### src/include/fpm_defs.svh
`ifndef FPM_DEFS_SVH
`define FPM_DEFS_SVH

// exponent width, without the two extension bits
`define FPM_EXP_W 8

// alignment counter width
`define FPM_FIC_W 6

// mantissa length, shifts at or above this are pointless
`define FPM_ALIGN_LIMIT 40

`endif

### src/fpm_pkg.sv
package fpm_pkg;

	// opcode order follows ir, ad first
	typedef enum logic [3:0] {
		OP_AD,
		OP_SD,
		OP_MW,
		OP_DW,
		OP_AF,
		OP_SF,
		OP_MF,
		OP_DF,
		OP_NONE
	} fp_op_t;

	// B bus source
	typedef enum logic [1:0] {
		BB_INV,
		BB_TRUE,
		BB_ONES,
		BB_ZERO
	} b_bus_t;

	typedef enum logic [2:0] {
		S_IDLE,
		S_WAIT_A,
		S_MOVE_B,
		S_WAIT_B,
		S_EXEC,
		S_ALIGN,
		S_END
	} seq_state_t;

endpackage

### src/fpm_exp_if.sv
`timescale 1ns/1ps
`include "fpm_defs.svh"

interface fpm_exp_if;
	import fpm_pkg::*;

	logic load_d;
	logic move_b;
	logic exec;
	b_bus_t bus_mode;
	logic carry_in;
	logic [`FPM_FIC_W-1:0] diff_low;
	logic over_limit;

	modport seq (output load_d, move_b, exec, bus_mode, carry_in, input diff_low, over_limit);
	modport exp (input load_d, move_b, exec, bus_mode, carry_in, output diff_low, over_limit);

endinterface

### src/fic_counter.sv
`timescale 1ns/1ps
`include "fpm_defs.svh"

module fic_counter #(
	parameter int width = `FPM_FIC_W
) (
	input logic f2strob,
	input logic _0_d_,
	input logic load,
	input logic [width-1:0] value,
	input logic count_en,
	input logic count_up,
	output logic fic_nz
);

	logic [width-1:0] cnt;

	// load wins over counting
	always_ff @(posedge f2strob or negedge _0_d_) begin
		if (!_0_d_) begin
			cnt <= '0;
		end else if (load) begin
			cnt <= value;
		end else if (count_en) begin
			if (count_up) begin
				cnt <= cnt + 1'b1;
			end else begin
				cnt <= cnt - 1'b1;
			end
		end
	end

	assign fic_nz = |cnt;

endmodule

### src/fpm.sv
`timescale 1ns/1ps
`include "fpm_defs.svh"

module fpm (
	input logic f2strob,
	input logic _0_d_,
	input logic start,
	input logic [0:2] ir,
	input logic pufa,
	input logic lkb,
	input logic [7:0] w,
	output logic [7:0] d,
	output logic d_1,
	output logic d_2,
	output logic g,
	output logic wdt,
	output logic v_f,
	output logic z_f,
	output logic m_f,
	output logic af_sf,
	output logic mw_mf,
	output logic dw_df,
	output logic ad_sd,
	output logic op_end
);
	import fpm_pkg::*;

	fp_op_t op;
	logic fic_load;
	logic count_en;
	logic count_up;
	logic fic_nz;

	fpm_exp_if exp_bus ();

	fpm_decoder u_decoder (
		.f2strob (f2strob),
		._0_d_ (_0_d_),
		.start (start),
		.ir (ir),
		.pufa (pufa),
		.op (op),
		.af_sf (af_sf),
		.mw_mf (mw_mf),
		.dw_df (dw_df),
		.ad_sd (ad_sd)
	);

	fpm_seq u_seq (
		.f2strob (f2strob),
		._0_d_ (_0_d_),
		.start (start),
		.pufa (pufa),
		.lkb (lkb),
		.op (op),
		.wdt (wdt),
		.fic_nz (fic_nz),
		.bus (exp_bus.seq),
		.fic_load (fic_load),
		.count_en (count_en),
		.count_up (count_up),
		.op_end (op_end)
	);

	fpm_exponent u_exponent (
		.f2strob (f2strob),
		._0_d_ (_0_d_),
		.w (w),
		.op (op),
		.bus (exp_bus.exp),
		.d (d),
		.d_1 (d_1),
		.d_2 (d_2),
		.g (g),
		.wdt (wdt),
		.v_f (v_f),
		.z_f (z_f),
		.m_f (m_f)
	);

	// alignment counter loads straight from the adder low bits
	fic_counter #(
		.width (`FPM_FIC_W)
	) u_fic (
		.f2strob (f2strob),
		._0_d_ (_0_d_),
		.load (fic_load),
		.value (exp_bus.diff_low),
		.count_en (count_en),
		.count_up (count_up),
		.fic_nz (fic_nz)
	);

endmodule

### src/fpm_decoder.sv
`timescale 1ns/1ps

module fpm_decoder (
	input logic f2strob,
	input logic _0_d_,
	input logic start,
	input logic [0:2] ir,
	input logic pufa,
	output fpm_pkg::fp_op_t op,
	output logic af_sf,
	output logic mw_mf,
	output logic dw_df,
	output logic ad_sd
);
	import fpm_pkg::*;

	// opcode held until the next accepted start
	always_ff @(posedge f2strob or negedge _0_d_) begin
		if (!_0_d_) begin
			op <= OP_NONE;
		end else if (start && pufa) begin
			// ir[0] is the msb of the op number
			op <= fp_op_t'({1'b0, ir});
		end
	end

	// group lines, fixed and float variants paired
	always_comb begin
		af_sf = 1'b0;
		mw_mf = 1'b0;
		dw_df = 1'b0;
		ad_sd = 1'b0;
		case (op)
			OP_AD, OP_SD: ad_sd = 1'b1;
			OP_MW, OP_MF: mw_mf = 1'b1;
			OP_DW, OP_DF: dw_df = 1'b1;
			OP_AF, OP_SF: af_sf = 1'b1;
			default: ;
		endcase
	end

endmodule

### src/fpm_exponent.sv
`timescale 1ns/1ps
`include "fpm_defs.svh"

module fpm_exponent (
	input logic f2strob,
	input logic _0_d_,
	input logic [7:0] w,
	input fpm_pkg::fp_op_t op,
	fpm_exp_if.exp bus,
	output logic [7:0] d,
	output logic d_1,
	output logic d_2,
	output logic g,
	output logic wdt,
	output logic v_f,
	output logic z_f,
	output logic m_f
);
	import fpm_pkg::*;

	logic [`FPM_EXP_W-1:0] b_reg;
	logic [`FPM_EXP_W+1:0] d_ext;
	logic [`FPM_EXP_W+1:0] b_ext;
	logic [`FPM_EXP_W+1:0] b_bus;
	logic [`FPM_EXP_W+1:0] sum;
	logic [`FPM_EXP_W+1:0] l_bus;
	logic [`FPM_EXP_W+1:0] mag;
	logic is_af_sf;
	logic sum_ovf;

	assign is_af_sf = (op == OP_AF) || (op == OP_SF);

	// D with its two extension bits on top
	assign d_ext = {d_2, d_1, d};
	assign b_ext = {{2{b_reg[`FPM_EXP_W-1]}}, b_reg};

	always_comb begin
		case (bus.bus_mode)
			BB_INV: b_bus = ~b_ext;
			BB_TRUE: b_bus = b_ext;
			BB_ONES: b_bus = '1;
			default: b_bus = '0;
		endcase
	end

	// three-input exponent adder
	assign sum = b_bus + d_ext + {{(`FPM_EXP_W+1){1'b0}}, bus.carry_in};

	// L bus, w sign-extended on a load, else the adder
	assign l_bus = bus.load_d ? {{2{w[`FPM_EXP_W-1]}}, w} : sum;

	// difference magnitude for the alignment limit
	assign mag = sum[`FPM_EXP_W+1] ? -sum : sum;
	assign bus.over_limit = (mag >= `FPM_ALIGN_LIMIT);
	assign bus.diff_low = sum[`FPM_FIC_W-1:0];

	// extension bits disagree with the exponent sign
	assign sum_ovf = !((sum[`FPM_EXP_W+1] == sum[`FPM_EXP_W]) &&
		(sum[`FPM_EXP_W] == sum[`FPM_EXP_W-1]));

	always_ff @(posedge f2strob or negedge _0_d_) begin
		if (!_0_d_) begin
			{d_2, d_1, d} <= '0;
		end else if (bus.load_d || bus.exec) begin
			{d_2, d_1, d} <= l_bus;
		end
	end

	always_ff @(posedge f2strob or negedge _0_d_) begin
		if (!_0_d_) begin
			b_reg <= '0;
		end else if (bus.move_b) begin
			b_reg <= d;
		end
	end

	// flags and alignment state, taken at exec only
	always_ff @(posedge f2strob or negedge _0_d_) begin
		if (!_0_d_) begin
			g <= 1'b0;
			wdt <= 1'b0;
			v_f <= 1'b0;
			z_f <= 1'b0;
			m_f <= 1'b0;
		end else if (bus.exec) begin
			g <= is_af_sf && bus.over_limit;
			// shift direction: negative difference counts up
			wdt <= is_af_sf && sum[`FPM_EXP_W+1];
			v_f <= !is_af_sf && sum_ovf;
			z_f <= (sum == '0);
			m_f <= sum[`FPM_EXP_W+1];
		end
	end

endmodule

### src/fpm_seq.sv
`timescale 1ns/1ps

module fpm_seq (
	input logic f2strob,
	input logic _0_d_,
	input logic start,
	input logic pufa,
	input logic lkb,
	input fpm_pkg::fp_op_t op,
	input logic wdt,
	input logic fic_nz,
	fpm_exp_if.seq bus,
	output logic fic_load,
	output logic count_en,
	output logic count_up,
	output logic op_end
);
	import fpm_pkg::*;

	seq_state_t state;
	seq_state_t state_nx;
	logic is_af_sf;
	logic is_float;

	assign is_af_sf = (op == OP_AF) || (op == OP_SF);
	assign is_float = is_af_sf || (op == OP_MF) || (op == OP_DF);

	always_ff @(posedge f2strob or negedge _0_d_) begin
		if (!_0_d_) begin
			state <= S_IDLE;
		end else begin
			state <= state_nx;
		end
	end

	always_comb begin
		state_nx = state;
		case (state)
			S_IDLE: if (start && pufa) state_nx = S_WAIT_A;
			// op is valid here, fixed point ops end at once
			S_WAIT_A: begin
				if (!is_float) begin
					state_nx = S_END;
				end else if (lkb) begin
					state_nx = S_MOVE_B;
				end
			end
			S_MOVE_B: state_nx = S_WAIT_B;
			S_WAIT_B: if (lkb) state_nx = S_EXEC;
			S_EXEC: begin
				if (is_af_sf && !bus.over_limit) begin
					state_nx = S_ALIGN;
				end else begin
					state_nx = S_END;
				end
			end
			S_ALIGN: if (!fic_nz) state_nx = S_END;
			default: state_nx = S_IDLE;
		endcase
	end

	assign bus.load_d = lkb && (((state == S_WAIT_A) && is_float) || (state == S_WAIT_B));
	assign bus.move_b = (state == S_MOVE_B);
	assign bus.exec = (state == S_EXEC);

	// mf adds, everything else forms Bx - A
	always_comb begin
		if (state != S_EXEC) begin
			bus.bus_mode = BB_ZERO;
			bus.carry_in = 1'b0;
		end else if (op == OP_MF) begin
			bus.bus_mode = BB_TRUE;
			bus.carry_in = 1'b0;
		end else begin
			bus.bus_mode = BB_INV;
			bus.carry_in = 1'b1;
		end
	end

	assign fic_load = bus.exec && is_af_sf && !bus.over_limit;
	assign count_en = (state == S_ALIGN) && fic_nz;
	assign count_up = wdt;
	assign op_end = (state == S_END);

endmodule

### config.mk
export PLATFORM = sky130hd
export DESIGN_NAME = fpm
export DESIGN_NICKNAME = d
export VERILOG_FILES = /design/src/fpm_pkg.sv /design/src/fpm_exp_if.sv /design/src/fic_counter.sv /design/src/fpm.sv /design/src/fpm_decoder.sv /design/src/fpm_exponent.sv /design/src/fpm_seq.sv
export VERILOG_INCLUDE_DIRS = /design/src /design/src/include
export SDC_FILE = /design/constraint.sdc
export NUM_CORES = 1
export LEC_CHECK = 0
export ABC_AREA = 1
export BUFFER_PORTS_ARGS = -buffer_cell sky130_fd_sc_hd__buf_2
export CAP_MARGIN = 30
export CORE_MARGIN = 2
export CORE_UTILIZATION = 54
export CTS_CLUSTER_SIZE = 16
export DETAILED_ROUTE_END_ITERATION = 8
export PLACE_DENSITY = 0.82
export SYNTH_ARGS = -nofsm -noshare
export SYNTH_HDL_FRONTEND = slang
export SYNTH_HIERARCHICAL = 1
export SYNTH_SLANG_ARGS = --single-unit
### constraint.sdc
create_clock -name f2strob -period 4.2 [get_ports f2strob]
set_input_delay 0.63 -clock f2strob [delete_from_list [all_inputs] [get_ports f2strob]]
set_output_delay 0.63 -clock f2strob [all_outputs]
set_load 0.005 [all_outputs]
# [Yosys cells after proc, flatten, opt, wreduce, memory -nomap -nowiden]
# Cells that the tools add are included.
[word_totals] input_bits=16 ff_bits=36
[classes] order_cmp=1 mux=21 add_sub_neg=5 n_reduce_logical=30 n_eq_ne=22 bitwise_logic=1
[op_table] op="case mux 10 bit (3 select lines)" n=1
[op_table] op="two-way mux 10 bit" n=2
[op_table] op="two-way mux 6 bit" n=3
[op_table] op="case mux 3 bit (6 select lines)" n=1
[op_table] op="equality test 4 x 3 -> 1 bit (second input constant)" n=4
[op_table] op="two-way mux 3 bit" n=5
[op_table] op="logical AND 1 bit" n=11
[op_table] op="adder 10 x 1 -> 10 bit" n=1
[op_table] op="adder 10 bit" n=1
[op_table] op="greater-or-equal comparator 10 x 6 -> 1 bit (second input constant)" n=1
[op_table] op="logical NOT 10 bit" n=1
[op_table] op="negator 10 bit" n=1
[op_table] op="NOT 10 bit" n=1
[op_table] op="equality test 3 bit (second input constant)" n=3
[op_table] op="equality test 4 x 2 -> 1 bit (second input constant)" n=2
[op_table] op="OR reduction 2 bit" n=4
[op_table] op="two-way mux 1 bit" n=7
[op_table] op="adder 6 x 1 -> 6 bit (second input constant)" n=1
[op_table] op="equality test 3 x 2 -> 1 bit (second input constant)" n=2
[op_table] op="!= test 2 bit (second input constant)" n=3
[op_table] op="!= test 3 bit (second input constant)" n=2
[op_table] op="OR reduction 6 bit" n=1
[op_table] op="subtractor 6 x 1 -> 6 bit (second input constant)" n=1
[op_table] op="logical OR 1 bit" n=5
[op_table] op="other kinds (12)" n=16

# [Depth between registers and ports, before layout]
[logic_depth] ltp_word=14 ltp_mapped=38 ltp_nobuf=36

# [Modules after synthesis]
# The synthesis kept the hierarchy.
[modules_own_cells] module="fpm_exponent" cells_per_inst=299 area_per_inst_um2=2006.9 seq_area_each_um2=575.6 n_inst=1
[modules_own_cells] module="fic_counter" cells_per_inst=72 area_per_inst_um2=530.5 seq_area_each_um2=150.1 n_inst=1
[modules_own_cells] module="fpm_seq" cells_per_inst=65 area_per_inst_um2=365.4 seq_area_each_um2=75.1 n_inst=1
[modules_own_cells] module="fpm_decoder" cells_per_inst=25 area_per_inst_um2=187.7 seq_area_each_um2=101.3 n_inst=1

# [Worst setup path before layout]
# Ideal clock, no wire load.
[synth_path] kind="flip-flop to flip-flop" startpoint="reg u_seq.state[0]" endpoint="reg u_fic.cnt[4]" arrival_time_ns=4.003 setup_ns=0.123 period_less_slack_ns=4.126 n_path_buf=2 setup_slack_ns=0.074 path_stages_with_launch=37 path_cell_list="dfrtp_1 > buf_6 > nor2_2 > nand2_2 > a21oi_1 > inv_1 > nand2_1 > nand2_1 > nor2_1 > a21oi_1 > fa_1 > fa_1 > inv_1 > nand2_1 > nand2_1 > nand4_1 > nand2_1 > nand2_1 > nand2_1 > inv_1 > ha_1 > inv_1 > nor3_1 > nand3_1 > nand3_2 > nor2_2 > nand3_2 > inv_1 > nand2_1 > nor2_1 > nand2_2 > inv_1 > buf_6 > or2_4 > clkinv_4 > a22oi_2 > o21ai_2"
[synth_via] elab_chain_cells=12 word_cells_on_any_way=20 classes_between="add/sub: 3; order compare: 1; eq/ne: 5; mux: 5; reduce/logical: 6"
[synth_lines] element="from (decl)" line_no="fpm_seq.sv:20" rtl="seq_state_t state;"
[synth_lines] element="from (signal assigned)" line_no="fpm_seq.sv:32" rtl="state <= state_nx;"
[synth_lines] element="!= test 3 bit *" line_no="fpm_seq.sv:68" rtl="if (state != S_EXEC) begin"
[synth_lines] element="two-way mux 2 bit *" line_no="fpm_seq.sv:68"
[synth_lines] element="via exp_bus.bus_mode[1]" line_no="fpm_exp_if.sv:10" rtl="b_bus_t bus_mode;"
[synth_lines] element="equality test 2 bit, or another cell as far along" line_no="fpm_exponent.sv:38" rtl="case (bus.bus_mode)"
[synth_lines] element="case mux 10 bit (3 select lines) *" line_no="fpm_exponent.sv:38"
[synth_lines] element="adder 10 bit *" line_no="fpm_exponent.sv:47" rtl="assign sum = b_bus + d_ext + {{(`FPM_EXP_W+1){1'b0}}, bus.carry_in};"
[synth_lines] element="adder 10 x 1 -> 10 bit *" line_no="fpm_exponent.sv:47"
[synth_lines] element="negator 10 bit" line_no="fpm_exponent.sv:53" rtl="assign mag = sum[`FPM_EXP_W+1] ? -sum : sum;"
[synth_lines] element="two-way mux 10 bit *" line_no="fpm_exponent.sv:53"
[synth_lines] element="greater-or-equal comparator 10 x 6 -> 1 bit (no line) *"
[synth_lines] element="via exp_bus.over_limit" line_no="fpm_exp_if.sv:13" rtl="logic over_limit;"
[synth_lines] element="logical NOT 1 bit *" line_no="fpm_seq.sv:80" rtl="assign fic_load = bus.exec && is_af_sf && !bus.over_limit;"
[synth_lines] element="logical AND 1 bit *" line_no="fpm_seq.sv:80"
[synth_lines] element="via fic_load" line_no="fpm.sv:29" rtl="logic fic_load;"
[synth_lines] element="two-way mux 6 bit or nonzero test 2 bit (tied branches)"
[synth_lines] element="to (signal assigned)" line_no="fic_counter.sv:23" rtl="cnt <= value;"
[synth_lines] element="to (signal assigned)" line_no="fic_counter.sv:26" rtl="cnt <= cnt + 1'b1;"
[synth_lines] element="to (signal assigned)" line_no="fic_counter.sv:28" rtl="cnt <= cnt - 1'b1;"
[synth_lines] element="to (decl)" line_no="fic_counter.sv:16" rtl="logic [width-1:0] cnt;"
# The timed path passes the listed nets; every way through them passes the cells marked *.
# A chain may end at the register's enable or synchronous reset.

# [Worst setup path after layout]
# Ends and elaborated chain as after synthesis.

==> summary.md <==
| Metric | Value |
|---|---|
| Crit. Startpoint | `u_seq/state[0]$_DFFE_PN0P_` |
| #FFs+latches synth | `36` |
| RSZ-0062 raised after global routing | `true` |
| Hold WS | `0.424 ns` |
| Setup Crit Path Kind | `register to register` |
| Number of global-route vias before repair | `just under 3000` |
| Mapped Area | `~3000 um^2` |
| Tcrit/Tclk final | `98.0%` |
| Synth Warn # | `6` |
| Multi-input gate area | `roughly 1900 um^2` |
| R2R Setup Slk | `between 0.08 and 0.09 ns` |
| Chip height | `79.7 um` |
| DRC Markers | `0` |
| Max Cap Viol | `0` |
| Clk_lat worst skew | `0.29 ns` |
| Cell area after layout | `3640 um^2` |
| Sequential-to-total area share from yosys stat | `29.2%` |
| Hold Path Class | `input pin to asynchronous set/reset pin` |
| Post-Synthesis Net Count | `495` |
| CTS tree | `built` |
| IO buf count | `35` |
| Final-report max-slew violation count | `0` |
| Largest net degree at the start of global routing | `37` |
| F_max | `243 MHz` |
| Critical Path End Type | `register` |
| Skew final | `between 0.007 and 0.008 ns` |
| GRT Residual Overflow | `0` |
| Non-Filler Instances | `582` |
| Top Ports | `36` |
| Post-detailed-route wirelength per cell | `13.6 um` |
| Filler Cell Count | `between 400 and 500` |
| Drt pass-1 iters | `5` |
| Initial Util | `56.1%` |
| Critical Path Max Stage Delay | `0.65 ns` |
| Avg Inst Size Synth | `6.70 um^2` |
| Layout area overhead | `17.7%` |
| Fin crit period | `4.12 ns` |
| Area after DPL | `3350 um^2` |
| DIE AREA | `6340 um^2` |
| Normalized max-slew margin | `46.0%` |
| Max clock buf depth | `2` |
| Top-area cell type share of the netlist area | `28.3%` |
| GR Util All Layers | `around 25%` |
| Synth top area cells | `dfrtp_1 28%, nand2_1 20%, inv_1 8.0%, ha_1 6.1%, nand3_1 5.8%` |
| Worst-path clk slew | `0.08 ns` |
| GP Congestion | `between 0.9 and 1` |
| FF-to-FF Start | `u_seq/state[0]$_DFFE_PN0P_` |
| N_diodes | `0` |
| DR vias/cell | `between 5 and 6` |
| Endpoints failing hold | `0` |
| Outcome | `finished clean` |
| Top_reg_cell synth | `dfrtp_1` |
| Initial antenna violation count | `0` |
| Count leader, synth | `nand2_1` |
| CP Max Fanout | `6` |
| Hold Buf Count CTS | `0` |
| EDFF count, synth | `0` |
| Clock sink total | `36` |
| DP Cell Count | `567` |
| Cells after Synth | `between 400 and 500` |
| Register area | `902 um^2` |
| Synth unique cells | `37` |
| Synth async-reset ratio | `100%` |
| Worst slew pin tran | `0.811 ns` |
| CORE AREA | `5510 um^2` |
| Startpoint class of the critical path | `register` |
| Share of layout cells above drive strength 1 | `28.4%` |
| First-pass GRT wire length | `12700 um` |
| Total Nets Final | `543` |
| Remaining antenna violation count | `0` |
| Crit path to | `u_fic/cnt[4]$_DFFE_PN0P_` |
| Top cells by count, synth | `164 x nand2_1, 66 x inv_1, 36 x nand3_1` |
| TritonCTS buffer count | `5` |
| DP Wirelength | `5730 um` |
| CP max-delay cell | `fa_2` |
| H-tree levels | `2` |
| Number of placement rows | `27` |
| Clock Root Buffer | `clkbuf_8` |
| Largest area contributor in the netlist | `dfrtp_1` |
| Final setup violation count | `0` |
| Final wirelength | `7920 um` |
| Via Count | `between 3000 and 4000` |
| Die width | `79.7 um` |
| Critical Path RT | `4.38 ns` |
| CP most frequent cell | `nand2_2` |
| Worst path arrival time | `4.29 ns` |
| Initial DRC Count | `193` |
| Reg-to-Reg End | `u_fic/cnt[4]$_DFFE_PN0P_` |
| Depth of the most critical reg-to-reg path | `29` |
worst min path at each step:
stage                     cells after the start                  startpoint                         endpoint
after floorplan                               0                       _0_d_      u_decoder/op[0]$_DFFE_PN0P_
after global routing                          1                       _0_d_  u_exponent/b_reg[6]$_DFFE_PN0P_
after CTS                                     1                       _0_d_      u_exponent/d[5]$_DFFE_PN0P_
after global placement                        2    u_exponent/g$_DFFE_PN0P_         u_exponent/g$_DFFE_PN0P_
final                                         1                       _0_d_      u_exponent/d[5]$_DFFE_PN0P_
after detailed placement                      2  u_exponent/z_f$_DFFE_PN0P_       u_exponent/z_f$_DFFE_PN0P_
worst max-delay path: cells and delay by family (launching register included):
family / cells / cell delay, ns
buffers and inverters: 5 / 0.30
AOI/OAI and AO/OA: 4 / 0.43
and+or+nand+nor: 17 / 1.65
adders and majority gates: 3 / 1.19
DFF: 1 / 0.41
cells in the final DEF (no fill, tap or decap), drive strengths merged:
| master | n |
|---|---|
| or2 | 1 |
| or3b | 1 |
| buf | 52 |
| dfrtp | 35 |
| nand2 | 179 |
| o31a | 1 |
| o21ai | 20 |
| inv | 73 |
| nor4 | 1 |
| a22oi | 2 |
| nand3 | 48 |
| o211ai | 7 |
| xor2 | 1 |
| fa | 3 |
| nand4 | 8 |
| clkinv | 2 |
| a21oi | 11 |
| dfstp | 1 |
| o221ai | 3 |
| ha | 15 |
| bufinv | 1 |
| nor3 | 2 |
| nor2 | 34 |
| and2 | 1 |
| nand3b | 1 |
| clkbuf | 7 |
per-stage QoR:
step | worst slack (ns) | utilization [%] | setup TNS, ns
finish | 0.0836 | 66.1 | 0
floorplan | 0.0739 | - | 0
CTS | 0.0378 | 63.2 | 0
detailed placement | -0.0436 | 60.8 | -0.135
global route | -0.143 | 66.1 | -0.441
global placement | 0.112 | 60.8 | 0
metal layers:
metal	global-route usage (%)	routed length (um)	vias to the layer above
met4	11.2	90	0
met1	33.1	3530	1470
li1	-	-	1549
met5	0	0	-
met3	3.85	480	9
met2	41.1	3820	94
layout make-up:
cell class	count	area share, %
sequential	36	24.8
tap	72	2.48
inverter	75	7.88
multi-input combinational	339	53.0
clock buffer	7	2.65
clock inverter	1	0.826
timing repair buffer	52	8.32
cells by family (layout without fill, tap and decap cells):
logic type / after synthesis / count (layout) / synth area share, %
adder cells (fa/ha/maj): 18 / 18 / 8.02
AND/OR/NAND/NOR: 276 / 276 / 41.3
buffers and inverters: 86 / 135 / 11.9
flip-flops: 36 / 36 / 29.2
XOR/XNOR: 1 / 1 / 0.283
AO/OA/AOI/OAI: 44 / 44 / 9.23
repair_timing:
action | CTS | global route
setup buffers | 0 | 7
pin swaps | 0 | 33
setup endpoints to repair | 6 | 7
gates resized for setup | 3 | 35
cloned | 0 | 0
Power is left out: the tool's default activity adds up to more than one toggle a clock period on the data nets, which glitch-free logic cannot reach.
